--- src/verilog/mmu_pkg.sv ---
// Sv39 MMU shared definitions
// Address widths, PTE flag positions, TLB structs and permission helpers
package mmu_pkg;

    localparam int VA_W       = 39;
    localparam int PA_W       = 56;
    localparam int PPN_W      = 44;
    localparam int VPN_W      = 27;
    localparam int PAGE_OFF_W = 12;
    localparam int LEVEL_BITS = 9;                  // VPN slice per level
    localparam int LEVELS     = 3;
    localparam int TLB_IDX_W  = 4;                  // 16 entries per bank
    localparam int PTE_W      = 64;

    // PTE flag positions
    localparam int PTE_V     = 0;
    localparam int PTE_R     = 1;
    localparam int PTE_W_BIT = 2;
    localparam int PTE_X     = 3;
    localparam int PTE_U     = 4;
    localparam int PTE_G     = 5;
    localparam int PTE_A     = 6;
    localparam int PTE_D     = 7;

    typedef enum logic [1:0] {
        ACC_FETCH = 2'd0,
        ACC_LOAD  = 2'd1,
        ACC_STORE = 2'd2
    } access_e;

    typedef struct packed {
        logic [VA_W-1:0] va;
        access_e         acc;
    } core_req_t;

    typedef struct packed {
        logic [PA_W-1:0] pa;
        logic            page_fault;
        logic            access_fault;
    } core_resp_t;

    typedef struct packed {
        logic [VPN_W-1:0] vpn;
        logic [PPN_W-1:0] ppn;
        logic [7:0]       perm;                     // PTE bits 7..0
    } tlb_entry_t;

    typedef struct packed {
        logic       valid;
        logic [1:0] level;
        tlb_entry_t entry;
    } tlb_fill_t;

    typedef struct packed {
        logic       hit;
        tlb_entry_t entry;
    } tlb_hit_t;

    // True when the leaf permissions deny this access kind
    function automatic logic perm_fault(input logic [7:0] perm, input access_e acc);
        logic fault;
        fault = !perm[PTE_A];
        case (acc)
            ACC_FETCH: fault = fault || !perm[PTE_X];
            ACC_LOAD:  fault = fault || !perm[PTE_R];
            default:   fault = fault || !perm[PTE_W_BIT] || !perm[PTE_D];
        endcase
        return fault;
    endfunction

    // Superpages keep 9 more VA bits per level below the PPN
    function automatic logic [PA_W-1:0] compose_pa(input logic [PPN_W-1:0] ppn,
                                                   input logic [VA_W-1:0]  va,
                                                   input logic [1:0]       level);
        logic [PA_W-1:0] mask;
        mask = (PA_W'(1) << (PAGE_OFF_W + LEVEL_BITS * level)) - PA_W'(1);
        return ({ppn, {PAGE_OFF_W{1'b0}}} & ~mask) | (PA_W'(va) & mask);
    endfunction

endpackage
--- src/verilog/mmu_top.sv ---
// Sv39 address translator top
// Page walker, one TLB bank per page size and the hit selector
`timescale 1ns/100ps

module mmu_top (
    input  logic                        i_clk,
    input  logic                        i_nrst,
    input  logic                        i_req_valid,
    output logic                        o_req_ready,
    input  mmu_pkg::core_req_t          i_req,
    output logic                        o_resp_valid,
    input  logic                        i_resp_ready,
    output mmu_pkg::core_resp_t         o_resp,
    output logic                        o_mem_req_valid,
    input  logic                        i_mem_req_ready,
    output logic [mmu_pkg::PA_W-1:0]    o_mem_req_addr,
    input  logic                        i_mem_resp_valid,
    input  logic [mmu_pkg::PTE_W-1:0]   i_mem_resp_data,
    input  logic                        i_mem_resp_fault,
    input  logic                        i_mmu_ena,
    input  logic [mmu_pkg::PPN_W-1:0]   i_satp_ppn,
    input  logic                        i_fence
);

    logic [mmu_pkg::VA_W-1:0]                   lookup_va;
    mmu_pkg::access_e                           lookup_acc;
    mmu_pkg::tlb_hit_t [mmu_pkg::LEVELS-1:0]    tlb_hits;  // Indexed by page level
    logic                                       tlb_hit;
    logic [mmu_pkg::PA_W-1:0]                   tlb_pa;
    logic                                       tlb_fault;
    mmu_pkg::tlb_fill_t                         tlb_fill;

    page_walker walker_i (
        .i_clk            (i_clk),
        .i_nrst           (i_nrst),
        .i_req_valid      (i_req_valid),
        .o_req_ready      (o_req_ready),
        .i_req            (i_req),
        .o_resp_valid     (o_resp_valid),
        .i_resp_ready     (i_resp_ready),
        .o_resp           (o_resp),
        .o_mem_req_valid  (o_mem_req_valid),
        .i_mem_req_ready  (i_mem_req_ready),
        .o_mem_req_addr   (o_mem_req_addr),
        .i_mem_resp_valid (i_mem_resp_valid),
        .i_mem_resp_data  (i_mem_resp_data),
        .i_mem_resp_fault (i_mem_resp_fault),
        .i_mmu_ena        (i_mmu_ena),
        .i_satp_ppn       (i_satp_ppn),
        .o_lookup_va      (lookup_va),
        .o_lookup_acc     (lookup_acc),
        .i_tlb_hit        (tlb_hit),
        .i_tlb_pa         (tlb_pa),
        .i_tlb_fault      (tlb_fault),
        .o_fill           (tlb_fill)
    );

    // 4 KB, 2 MB and 1 GB banks
    for (genvar l = 0; l < mmu_pkg::LEVELS; l++) begin : bank_g
        tlb_bank #(.LEVEL(l)) bank_i (
            .i_clk       (i_clk),
            .i_nrst      (i_nrst),
            .i_fence     (i_fence),
            .i_lookup_va (lookup_va),
            .i_fill      (tlb_fill),
            .o_hit       (tlb_hits[l])
        );
    end

    tlb_hit_select hit_sel_i (
        .i_hits  (tlb_hits),
        .i_va    (lookup_va),
        .i_acc   (lookup_acc),
        .o_hit   (tlb_hit),
        .o_pa    (tlb_pa),
        .o_fault (tlb_fault)
    );

endmodule

--- src/verilog/page_walker.sv ---
// Sv39 page walker
// Runs one translation at a time: TLB lookup, up to three PTE reads,
// leaf checks and the TLB fill
`timescale 1ns/100ps

module page_walker (
    input  logic                        i_clk,
    input  logic                        i_nrst,
    input  logic                        i_req_valid,
    output logic                        o_req_ready,
    input  mmu_pkg::core_req_t          i_req,
    output logic                        o_resp_valid,
    input  logic                        i_resp_ready,
    output mmu_pkg::core_resp_t         o_resp,
    output logic                        o_mem_req_valid,
    input  logic                        i_mem_req_ready,
    output logic [mmu_pkg::PA_W-1:0]    o_mem_req_addr,
    input  logic                        i_mem_resp_valid,
    input  logic [mmu_pkg::PTE_W-1:0]   i_mem_resp_data,
    input  logic                        i_mem_resp_fault,
    input  logic                        i_mmu_ena,
    input  logic [mmu_pkg::PPN_W-1:0]   i_satp_ppn,
    output logic [mmu_pkg::VA_W-1:0]    o_lookup_va,
    output mmu_pkg::access_e            o_lookup_acc,
    input  logic                        i_tlb_hit,
    input  logic [mmu_pkg::PA_W-1:0]    i_tlb_pa,
    input  logic                        i_tlb_fault,
    output mmu_pkg::tlb_fill_t          o_fill
);

    typedef enum logic [2:0] {
        ST_IDLE, ST_LOOKUP, ST_MEM_REQ, ST_MEM_WAIT, ST_HANDLE, ST_RESP
    } state_e;

    state_e                         state_q, state_d;
    mmu_pkg::core_req_t             req_q, req_d;
    logic                           xlate_q, xlate_d;       // Translation on for this request
    logic [1:0]                     level_q, level_d;
    logic [mmu_pkg::PA_W-1:0]       mem_addr_q, mem_addr_d;
    logic [mmu_pkg::PTE_W-1:0]      pte_q, pte_d;
    logic                           mem_fault_q, mem_fault_d;
    mmu_pkg::core_resp_t            resp_q, resp_d;

    logic [mmu_pkg::PPN_W-1:0]      pte_ppn;
    logic                           pte_bad;
    logic                           pte_ptr;
    logic                           leaf_fault;
    logic [1:0]                     next_level;

    // PTE decode
    assign pte_ppn    = pte_q[10 +: mmu_pkg::PPN_W];
    assign pte_bad    = !pte_q[mmu_pkg::PTE_V] ||
                        (!pte_q[mmu_pkg::PTE_R] && pte_q[mmu_pkg::PTE_W_BIT]);
    assign pte_ptr    = !pte_q[mmu_pkg::PTE_R] && !pte_q[mmu_pkg::PTE_W_BIT] &&
                        !pte_q[mmu_pkg::PTE_X];
    assign leaf_fault = mmu_pkg::perm_fault(pte_q[7:0], req_q.acc);
    assign next_level = level_q - 2'd1;

    assign o_req_ready     = (state_q == ST_IDLE);
    assign o_resp_valid    = (state_q == ST_RESP);
    assign o_resp          = resp_q;
    assign o_mem_req_valid = (state_q == ST_MEM_REQ);
    assign o_mem_req_addr  = mem_addr_q;
    assign o_lookup_va     = req_q.va;
    assign o_lookup_acc    = req_q.acc;

    // Fill pulses in the single HandleResp cycle of a good leaf
    assign o_fill.valid      = (state_q == ST_HANDLE) && !mem_fault_q && !pte_bad &&
                               !pte_ptr && !leaf_fault;
    assign o_fill.level      = level_q;
    assign o_fill.entry.vpn  = req_q.va[mmu_pkg::VA_W-1:mmu_pkg::PAGE_OFF_W];
    assign o_fill.entry.ppn  = pte_ppn;
    assign o_fill.entry.perm = pte_q[7:0];

    always_comb begin
        state_d     = state_q;
        req_d       = req_q;
        xlate_d     = xlate_q;
        level_d     = level_q;
        mem_addr_d  = mem_addr_q;
        pte_d       = pte_q;
        mem_fault_d = mem_fault_q;
        resp_d      = resp_q;
        case (state_q)
            ST_IDLE: begin
                if (i_req_valid) begin
                    req_d   = i_req;
                    xlate_d = i_mmu_ena;
                    state_d = ST_LOOKUP;
                end
            end
            ST_LOOKUP: begin
                resp_d  = '0;
                state_d = ST_RESP;
                if (!xlate_q) begin
                    resp_d.pa = mmu_pkg::PA_W'(req_q.va);                  // Bare mode
                end else if (i_tlb_hit) begin
                    resp_d.page_fault = i_tlb_fault;
                    if (!i_tlb_fault) resp_d.pa = i_tlb_pa;                // A fault carries no address
                end else begin
                    // Miss: root table entry for vpn[2]
                    level_d    = 2'd2;
                    mem_addr_d = {i_satp_ppn, req_q.va[mmu_pkg::VA_W-1 -: mmu_pkg::LEVEL_BITS],
                                  3'b000};
                    state_d    = ST_MEM_REQ;
                end
            end
            ST_MEM_REQ: begin
                if (i_mem_req_ready) state_d = ST_MEM_WAIT;
            end
            ST_MEM_WAIT: begin
                if (i_mem_resp_valid) begin
                    pte_d       = i_mem_resp_data;
                    mem_fault_d = i_mem_resp_fault;
                    state_d     = ST_HANDLE;
                end
            end
            ST_HANDLE: begin
                resp_d  = '0;
                state_d = ST_RESP;
                if (mem_fault_q) begin
                    resp_d.access_fault = 1'b1;
                end else if (pte_bad) begin
                    resp_d.page_fault = 1'b1;
                end else if (pte_ptr) begin
                    if (level_q == 2'd0) begin
                        resp_d.page_fault = 1'b1;                           // No level left
                    end else begin
                        level_d    = next_level;
                        mem_addr_d = {pte_ppn, req_q.va[mmu_pkg::PAGE_OFF_W +
                                      mmu_pkg::LEVEL_BITS*next_level +: mmu_pkg::LEVEL_BITS], 3'b000};
                        state_d    = ST_MEM_REQ;
                    end
                end else if (leaf_fault) begin
                    resp_d.page_fault = 1'b1;
                end else begin
                    resp_d.pa = mmu_pkg::compose_pa(pte_ppn, req_q.va, level_q);
                end
            end
            ST_RESP: begin
                if (i_resp_ready) state_d = ST_IDLE;
            end
            default: state_d = ST_IDLE;
        endcase
    end

    always_ff @(posedge i_clk or negedge i_nrst) begin
        if (!i_nrst) begin
            state_q <= ST_IDLE;
        end else begin
            state_q <= state_d;
        end
    end

    always_ff @(posedge i_clk) begin
        req_q       <= req_d;
        xlate_q     <= xlate_d;
        level_q     <= level_d;
        mem_addr_q  <= mem_addr_d;
        pte_q       <= pte_d;
        mem_fault_q <= mem_fault_d;
        resp_q      <= resp_d;
    end

    a_mem_req_hold: assert property (@(posedge i_clk) disable iff (!i_nrst)
        o_mem_req_valid && !i_mem_req_ready |=> o_mem_req_valid && $stable(o_mem_req_addr))
        else $error("PTE read request dropped before accept");

    // Response holds under back-pressure
    a_resp_hold: assert property (@(posedge i_clk) disable iff (!i_nrst)
        o_resp_valid && !i_resp_ready |=> o_resp_valid && $stable(o_resp))
        else $error("Response dropped before accept");

endmodule

--- src/verilog/tlb_hit_select.sv ---
// TLB hit selector
// Chooses the hitting bank, builds the physical address and checks permission
`timescale 1ns/100ps

module tlb_hit_select (
    input  mmu_pkg::tlb_hit_t [mmu_pkg::LEVELS-1:0] i_hits,
    input  logic [mmu_pkg::VA_W-1:0]                i_va,
    input  mmu_pkg::access_e                        i_acc,
    output logic                                    o_hit,
    output logic [mmu_pkg::PA_W-1:0]                o_pa,
    output logic                                    o_fault
);

    logic [mmu_pkg::LEVELS-1:0]  hit_vec;
    logic [1:0]                  sel_level;
    mmu_pkg::tlb_entry_t         sel_entry;

    // Scan from the top so the smallest hitting page is the last one kept
    always_comb begin
        hit_vec   = '0;
        sel_level = 2'd0;
        sel_entry = i_hits[0].entry;
        for (int l = mmu_pkg::LEVELS - 1; l >= 0; l--) begin
            hit_vec[l] = i_hits[l].hit;
            if (i_hits[l].hit) begin
                sel_level = 2'(l);
                sel_entry = i_hits[l].entry;
            end
        end
    end

    assign o_hit   = |hit_vec;
    assign o_pa    = mmu_pkg::compose_pa(sel_entry.ppn, i_va, sel_level);
    assign o_fault = o_hit && mmu_pkg::perm_fault(sel_entry.perm, i_acc);   // Hits are checked too

    // Banks are filled from disjoint leaves, so overlapping hits mean stale entries
    always_comb begin
        a_one_hit: assert final ($isunknown(hit_vec) || $onehot0(hit_vec))
            else $error("More than one TLB bank hits");
    end

endmodule

--- src/verilog/tlb_bank.sv ---
// Direct-mapped TLB bank for one page size
// Lookup is combinational, fills and fences take effect at the next edge
`timescale 1ns/100ps

module tlb_bank #(
    parameter int LEVEL = 0                         // 0: 4 KB, 1: 2 MB, 2: 1 GB
) (
    input  logic                        i_clk,
    input  logic                        i_nrst,
    input  logic                        i_fence,
    input  logic [mmu_pkg::VA_W-1:0]    i_lookup_va,
    input  mmu_pkg::tlb_fill_t          i_fill,
    output mmu_pkg::tlb_hit_t           o_hit
);

    logic [mmu_pkg::VPN_W-1:0]           lookup_vpn;
    logic [mmu_pkg::TLB_IDX_W-1:0]       lookup_idx;
    logic [mmu_pkg::TLB_IDX_W-1:0]       fill_idx;
    logic                                fill_we;
    logic [2**mmu_pkg::TLB_IDX_W-1:0]    valid_q;
    mmu_pkg::tlb_entry_t                 entry_mem [2**mmu_pkg::TLB_IDX_W];

    // Index sits just above this level's page offset
    assign lookup_vpn = i_lookup_va[mmu_pkg::VA_W-1:mmu_pkg::PAGE_OFF_W];
    assign lookup_idx = lookup_vpn[LEVEL*mmu_pkg::LEVEL_BITS +: mmu_pkg::TLB_IDX_W];
    assign fill_idx   = i_fill.entry.vpn[LEVEL*mmu_pkg::LEVEL_BITS +: mmu_pkg::TLB_IDX_W];
    assign fill_we    = i_fill.valid && (i_fill.level == 2'(LEVEL)) && !i_fence;

    assign o_hit.entry = entry_mem[lookup_idx];
    assign o_hit.hit   = valid_q[lookup_idx] &&
        (entry_mem[lookup_idx].vpn[mmu_pkg::VPN_W-1:LEVEL*mmu_pkg::LEVEL_BITS] ==
         lookup_vpn[mmu_pkg::VPN_W-1:LEVEL*mmu_pkg::LEVEL_BITS]);

    always_ff @(posedge i_clk or negedge i_nrst) begin
        if (!i_nrst) begin
            valid_q <= '0;
        end else if (i_fence) begin
            valid_q <= '0;                          // Fence wins over a fill
        end else if (fill_we) begin
            valid_q[fill_idx] <= 1'b1;
        end
    end

    always_ff @(posedge i_clk) begin
        if (fill_we) begin
            entry_mem[fill_idx] <= i_fill.entry;
        end
    end

    a_fill_level: assert property (@(posedge i_clk) disable iff (!i_nrst)
        i_fill.valid |-> (i_fill.level < 2'(mmu_pkg::LEVELS)))
        else $error("TLB fill with level above 2");

endmodule

--- config.mk ---
export PLATFORM = sky130hd
export DESIGN_NAME = mmu_top
export DESIGN_NICKNAME = d
export VERILOG_FILES = /design/src/verilog/mmu_pkg.sv /design/src/verilog/mmu_top.sv /design/src/verilog/page_walker.sv /design/src/verilog/tlb_hit_select.sv /design/src/verilog/tlb_bank.sv
export SDC_FILE = /design/constraint.sdc
export NUM_CORES = 2
export LEC_CHECK = 0
export BUFFER_PORTS_ARGS = -buffer_cell sky130_fd_sc_hd__buf_2
export CORE_ASPECT_RATIO = 0.6
export CORE_MARGIN = 10
export CORE_UTILIZATION = 33
export DETAILED_ROUTE_END_ITERATION = 12
export PLACE_DENSITY_LB_ADDON = 0.1
export SLEW_MARGIN = 20
export SYNTH_ARGS = -nofsm -noshare
export SYNTH_HDL_FRONTEND = slang
export SYNTH_SLANG_ARGS = --single-unit
export TNS_END_PERCENT = 1
--- constraint.sdc ---
create_clock -name i_clk -period 6.75 [get_ports i_clk]
set_clock_uncertainty 0.05 [all_clocks]
set_input_delay 0.675 -clock i_clk [delete_from_list [all_inputs] [get_ports i_clk]]
set_output_delay 0.675 -clock i_clk [all_outputs]
set_load 0.02 [all_outputs]
After elaboration in Yosys (flattened, before gate mapping):

Memory sizes are Yosys's and may differ from the RTL's. A register that Yosys moved wholly into a read port is not among the register bits.
Cells that the tools add are included.

* bits in read-only memories: 0
* register bits after elaboration: 264
* RAM bits: 3792
* logic and storage cells: 198
* memories: 3
* bits in latches: 0

Memories
* bank_g[0].bank_i.entry_mem: words 16, bits a word 79, read ports 1, clocked after Yosys merged registers in 1, wr ports 1, line tlb_bank.sv:21 `mmu_pkg::tlb_entry_t entry_mem [2**mmu_pkg::TLB_IDX_W];`
* bank_g[1].bank_i.entry_mem: words 16, bits a word 79, read ports 1, clocked after Yosys merged registers in 1, wr ports 1, line tlb_bank.sv:21
* bank_g[2].bank_i.entry_mem: words 16, bits a word 79, read ports 1, clocked after Yosys merged registers in 1, wr ports 1, line tlb_bank.sv:21

* eq/ne operators: 21
* $mul: 3
* $lt $le $gt $ge: 6
* mux-type cells: 74
* reduce and logical (&&, ||, !) cells: 57
* shifts and indexed selects: 3
* bitwise gates (word level): 11
* div/mod/pow operators: 0
* $add $sub $neg: 6

Operators with widths (number)
* $mux 56: 11
* $mux 52: 3
* $pmux 58 s2: 1
* $mux 57: 2
* $and 39x56->56: 2
* $and 56x56->56: 2
* $not 56->56: 2
* $or 56x56->56: 2
* $pmux 56 s2: 1
* $shl 1x32->56 const A: 2
* $sub 56x2->56 const B: 2
* $mux 16: 6
* $or 16x16->16: 3
* $shiftx 39x33->9: 1
* $mux 3: 10
* $eq 27x27->1: 1
* $add 4x6->7 const A: 3
* $logic_and 1x1->1: 20
* $eq 18x18->1: 1
* $mul 4x2->6 const A: 3
* $mux 1: 18
* $mux 2: 9
* $pmux 3 s6: 1
* $logic_not 1->1: 16
* 24 further kinds: 59

Longest topological paths before layout:

* word-level depth: 17
* depth in mapped cells: 26

By module:

Synthesis repeated with hierarchy kept, for this count alone.

* cells, all modules: 6818
* area total of the unflattened synthesis: 157675.0 µm²

By module, submodules not included
* tlb_bank (bank_g[0].bank_i): cells each 2064, area an instance 49601.3 µm², times used 1, sequential area each 38356.8 µm²
* tlb_bank (bank_g[1].bank_i): cells each 1968, area an instance 48843.1 µm², times used 1, sequential area each 38356.8 µm²
* tlb_bank (bank_g[2].bank_i): cells each 1905, area an instance 48378.9 µm², times used 1, sequential area each 38356.8 µm²
* page_walker: cells each 567, area an instance 8979.9 µm², times used 1, sequential area each 6321.1 µm²
* tlb_hit_select: cells each 314, area an instance 1871.8 µm², times used 1, sequential area each 0.0 µm²

Least setup slack after synthesis:

OpenSTA, ideal clock, no wires.

* path kind: register to register
* start point: register walker_i.state_q[0]
* end point: register walker_i.level_q[0], enable pin
* setup time: 474 ps
* clock period less this slack: 6748 ps
* data arrival time: 6224 ps
* slack: 2 ps
* path buffers: 1
* cell stages (with the launch flop): 5
* cells stage by stage: dfrtp_1 -> clkbuf_1 -> nand2b_1 -> a21oi_1 -> nor2b_1

* cells in the longest elaborated chain, start to end: 3

Ends and longest elaborated chain
* start: declaration: line page_walker.sv:35 `state_e state_q, state_d;`
* start signal: assignment: line page_walker.sv:151 `state_q <= state_d;`
* $eq 3x3->1 / $eq 3x1->1 (equally long branches): line page_walker.sv:84 `case (state_q)`
* $ne 2x2->1 (no line) (tied with other cells)
* $reduce_and 7->1 (no line) *
* end signal: assignment: line page_walker.sv:158 `level_q <= level_d;`
* end: declaration: line page_walker.sv:38 `logic [1:0] level_q, level_d;`

Mark *: on every way between the ends. The rest lies on a longest branch, timed or not.
A chain may end at the register's enable or synchronous reset.

==> results.txt <==
status = completed
max layer used = met4
worst-path cell chain = buf_4 > mux4_2 > a221oi_1 > xor2_1 > nand4_1 > or4_1 > or2_4 > nand3_2 > inv_1 > ha_2 > nor2b_1 > buf_4 > o21ai_0 > ha_1 > o21ai_0 > nor3_1 > or3_1 > o21ai_1
Routed Antenna Nets = 0
cell area after synthesis = 135000 um^2
Clock Tree Buf Depth = 4
Total Neg Setup Slack = 0 ns
Via density = 5.55
most frequent cells in the layout = edfxtp_1 (3422), mux4_2 (927), clkbuf_16 (353)
VDD IR max = 225 uV
Final Max Slew Viols = 0
Worst EP arrival = 7.22 ns
EDFF count, synth = 3422
CP Launch Type = flip-flop
RePlAce Congestion = 0.813
Die Y = 515 um
die area = 435000 um^2
Worst path max stage delay = 0.81 ns
Critical-path top delay cell = or4_1
initial antenna violation count = 39
Leak Pwr = 0.0497 uW
achievable frequency = 154 MHz
total CTS buffers = 348
critical path type = reg2reg
Skew-Pair Late Insertion Delay = 0.94 ns
Sink Count = 3485
share of cells above drive strength 1 = 30.2%
CTS H-Tree Depth = 5
met3 routed WL = 33100 um
Initial Util = 33.2%
Clock Root Buffer = clkbuf_16
power per cell area = 354 nW/um^2
IO Port Bufs = 257
CORE AREA = 406000 um^2
MaxCap Viol Count = 0
# DRC = 0
clock-pin slew of the registers on the worst-case setup and hold paths = 0.06 ns
post-CTS setup buffers = 0
sequential share of power = 45.8%
Vias = 69.4k
1st-pass router iterations = 6
critical path peak fanout = 19
switching power = 16100 uW
Synth Warn # = 0
syn_area_per_cell = 22.2 um^2
Crit path required time = 7.47 ns
largest net degree at the start of global routing = 102
sw frac = 28.9%
DIE WIDTH = 845 um
Main synth FF type = edfxtp_1
Cells after Synth = 6058
Top Ports = 275
Slew HR = 20.8%
global-route wire length before repair = 618000 um
flops & latches, synth = 3485
Combinational Power Share = 20.5%
HP Class = in2reg
vias in the first global route = 68.9k
Critical Path Sink Type = flip-flop
row count = 181
post-DP HPWL = 272000 um
Final Cycle Share = 96.3%
Placement Setup Slack = 0.275 ns
RSZ-0062 raised after global routing = no
Worst Slack Setup Final = 0.247 ns
Seq/Total Area, Yosys = 77.4%
met2 WL = 198000 um
min Tclk post-route = 6.50 ns
Yosys cell types = 84
Fill cells = 36.3k
post-layout util = 38.8%
GRT Total Usage = 20.6%
GRT overflow = 0
# placed instances = 11.7k
Avg WL per Cell = 36.8 um
Hold Vio Cnt, Final = 0
worst slew pin tran = 1.19 ns
Routed WL = 460000 um
met1 WL = 215000 um
Final nets = 7014
CTS tree = done
Clock Power Share = 33.7%
Multi-input gate area = 29200 um^2
Final setup viols = 0
Initial DRC Count = 9460
ys async rst share = 1.46%
Layout Cells excl Fill = 12.5k
most common cell after layout, fill and taps aside = edfxtp_1
Pint = 39700 uW
Reg area = 104000 um^2
Layout area overhead = 17.0%
## power groups by stage
stage	Sequential, uW	Clock [uW]	Combinational (uW)
final	25500	18800	11500
after global routing	25500	20100	12000
after CTS	25500	19200	11500
after detailed placement	26000	0	11400
after global placement	26000	0	11300
after floorplan	26100	0	6320
## path summary, 6_finish.rpt
path	start	end	slack, ns	cells after the start
min in group asynchronous	i_nrst	bank_g[1].bank_i.valid_q[15]	0.42	3
setup reg to reg	flip-flop	walker_i.o_resp[45]	0.25	18
max in group asynchronous	i_nrst	bank_g[0].bank_i.valid_q[0]	5.69	3
hold / removal	i_resp_ready	walker_i.state_q[0]	0.14	5
hold reg to reg	bank_g[1].bank_i.valid_q[0]	bank_g[1].bank_i.valid_q[0]	0.48	2
setup / recovery	flip-flop	walker_i.o_resp[45]	0.25	18
## Yosys cell counts, types with 53 or more instances
library cell | n | area, um^2
mux2i_1 | 119 | 1190
edfxtp_1 | 3422 | 103000
o22ai_1 | 127 | 795
nor2_1 | 111 | 417
clkbuf_1 | 164 | 616
o21ai_0 | 58 | 290
buf_2 | 85 | 425
buf_1 | 67 | 251
nand2_1 | 244 | 916
mux4_2 | 927 | 20900
inv_1 | 62 | 233
a21oi_1 | 53 | 265
## repair_timing
item / in CTS / in global routing
hold buffers: 138 / 0
endpoints found under the hold margin: 197 / 0
setup endpoints to repair: 0 / 4
gates resized for setup: 0 / 4
## layout make-up
class                   count  share of cell area, %
flip-flops and latches   3485                   66.2
multi-input cells        2170                   18.5
clock buffers             423                   5.77
well taps                5398                   4.28
repair buffers            765                   4.12
clock inverters           179                  0.939
inverters                  66                  0.166
diodes                     16                 0.0254
## cell families (layout without fill, tap and decap cells)
group / after synthesis / count (layout) / synth area share (%)
flops: 3485 / 3485 / 77.4
mux: 1070 / 1070 / 16.6
simple gates: 553 / 553 / 1.90
compound gates: 466 / 466 / 2.31
buf+inv: 405 / 1433 / 1.28
xor+xnor: 58 / 58 / 0.377
fa+ha+maj: 20 / 20 / 0.186
other cells: 1 / 19 / 0.00278
## state kept, by name, summed over array words and instances, names as in the netlist, named ones only
name / count
walker_i.o_mem_req_addr: 53
walker_i.o_resp: 58
walker_i.o_lookup_va: 39
bank_g.bank_i.valid_q: 48
bank_g.bank_i.entry_mem: 3216
walker_i.o_lookup_acc: 2
walker_i.state_q: 3
walker_i.level_q: 2
walker_i.mem_fault_q: 1
walker_i.xlate_q: 1
walker_i.pte_q: 50
## stage by stage
step | power (uW) | cell area (um^2) | hold WS, ns
2_1_floorplan | 32400 | 135000 | 0.329
3_3_place_gp | 37300 | 146000 | 0.462
3_5_place_dp | 37400 | 146000 | 0.468
4_1_cts | 56200 | 158000 | 0.0573
5_1_grt | 57600 | 158000 | 0.139
6_report | 55800 | 158000 | 0.143
## metal layers
layer  up-vias  track usage [%]
li1      27200                -
met1     38700             31.9
met2      2958             29.9
met3       592             3.20
met4         0             5.69
met5         -                0
## worst max-delay path, delay by kind of cell (launching register included)
family | cells | cell delay [ns]
buf+inv | 3 | 0.73
mux | 1 | 0.56
flops | 1 | 0.54
simple gates | 7 | 2.25
fa+ha+maj | 2 | 0.55
compound gates | 4 | 1.38
xor+xnor | 1 | 0.23
No activity file was read; power rests on OpenSTA's default activity.
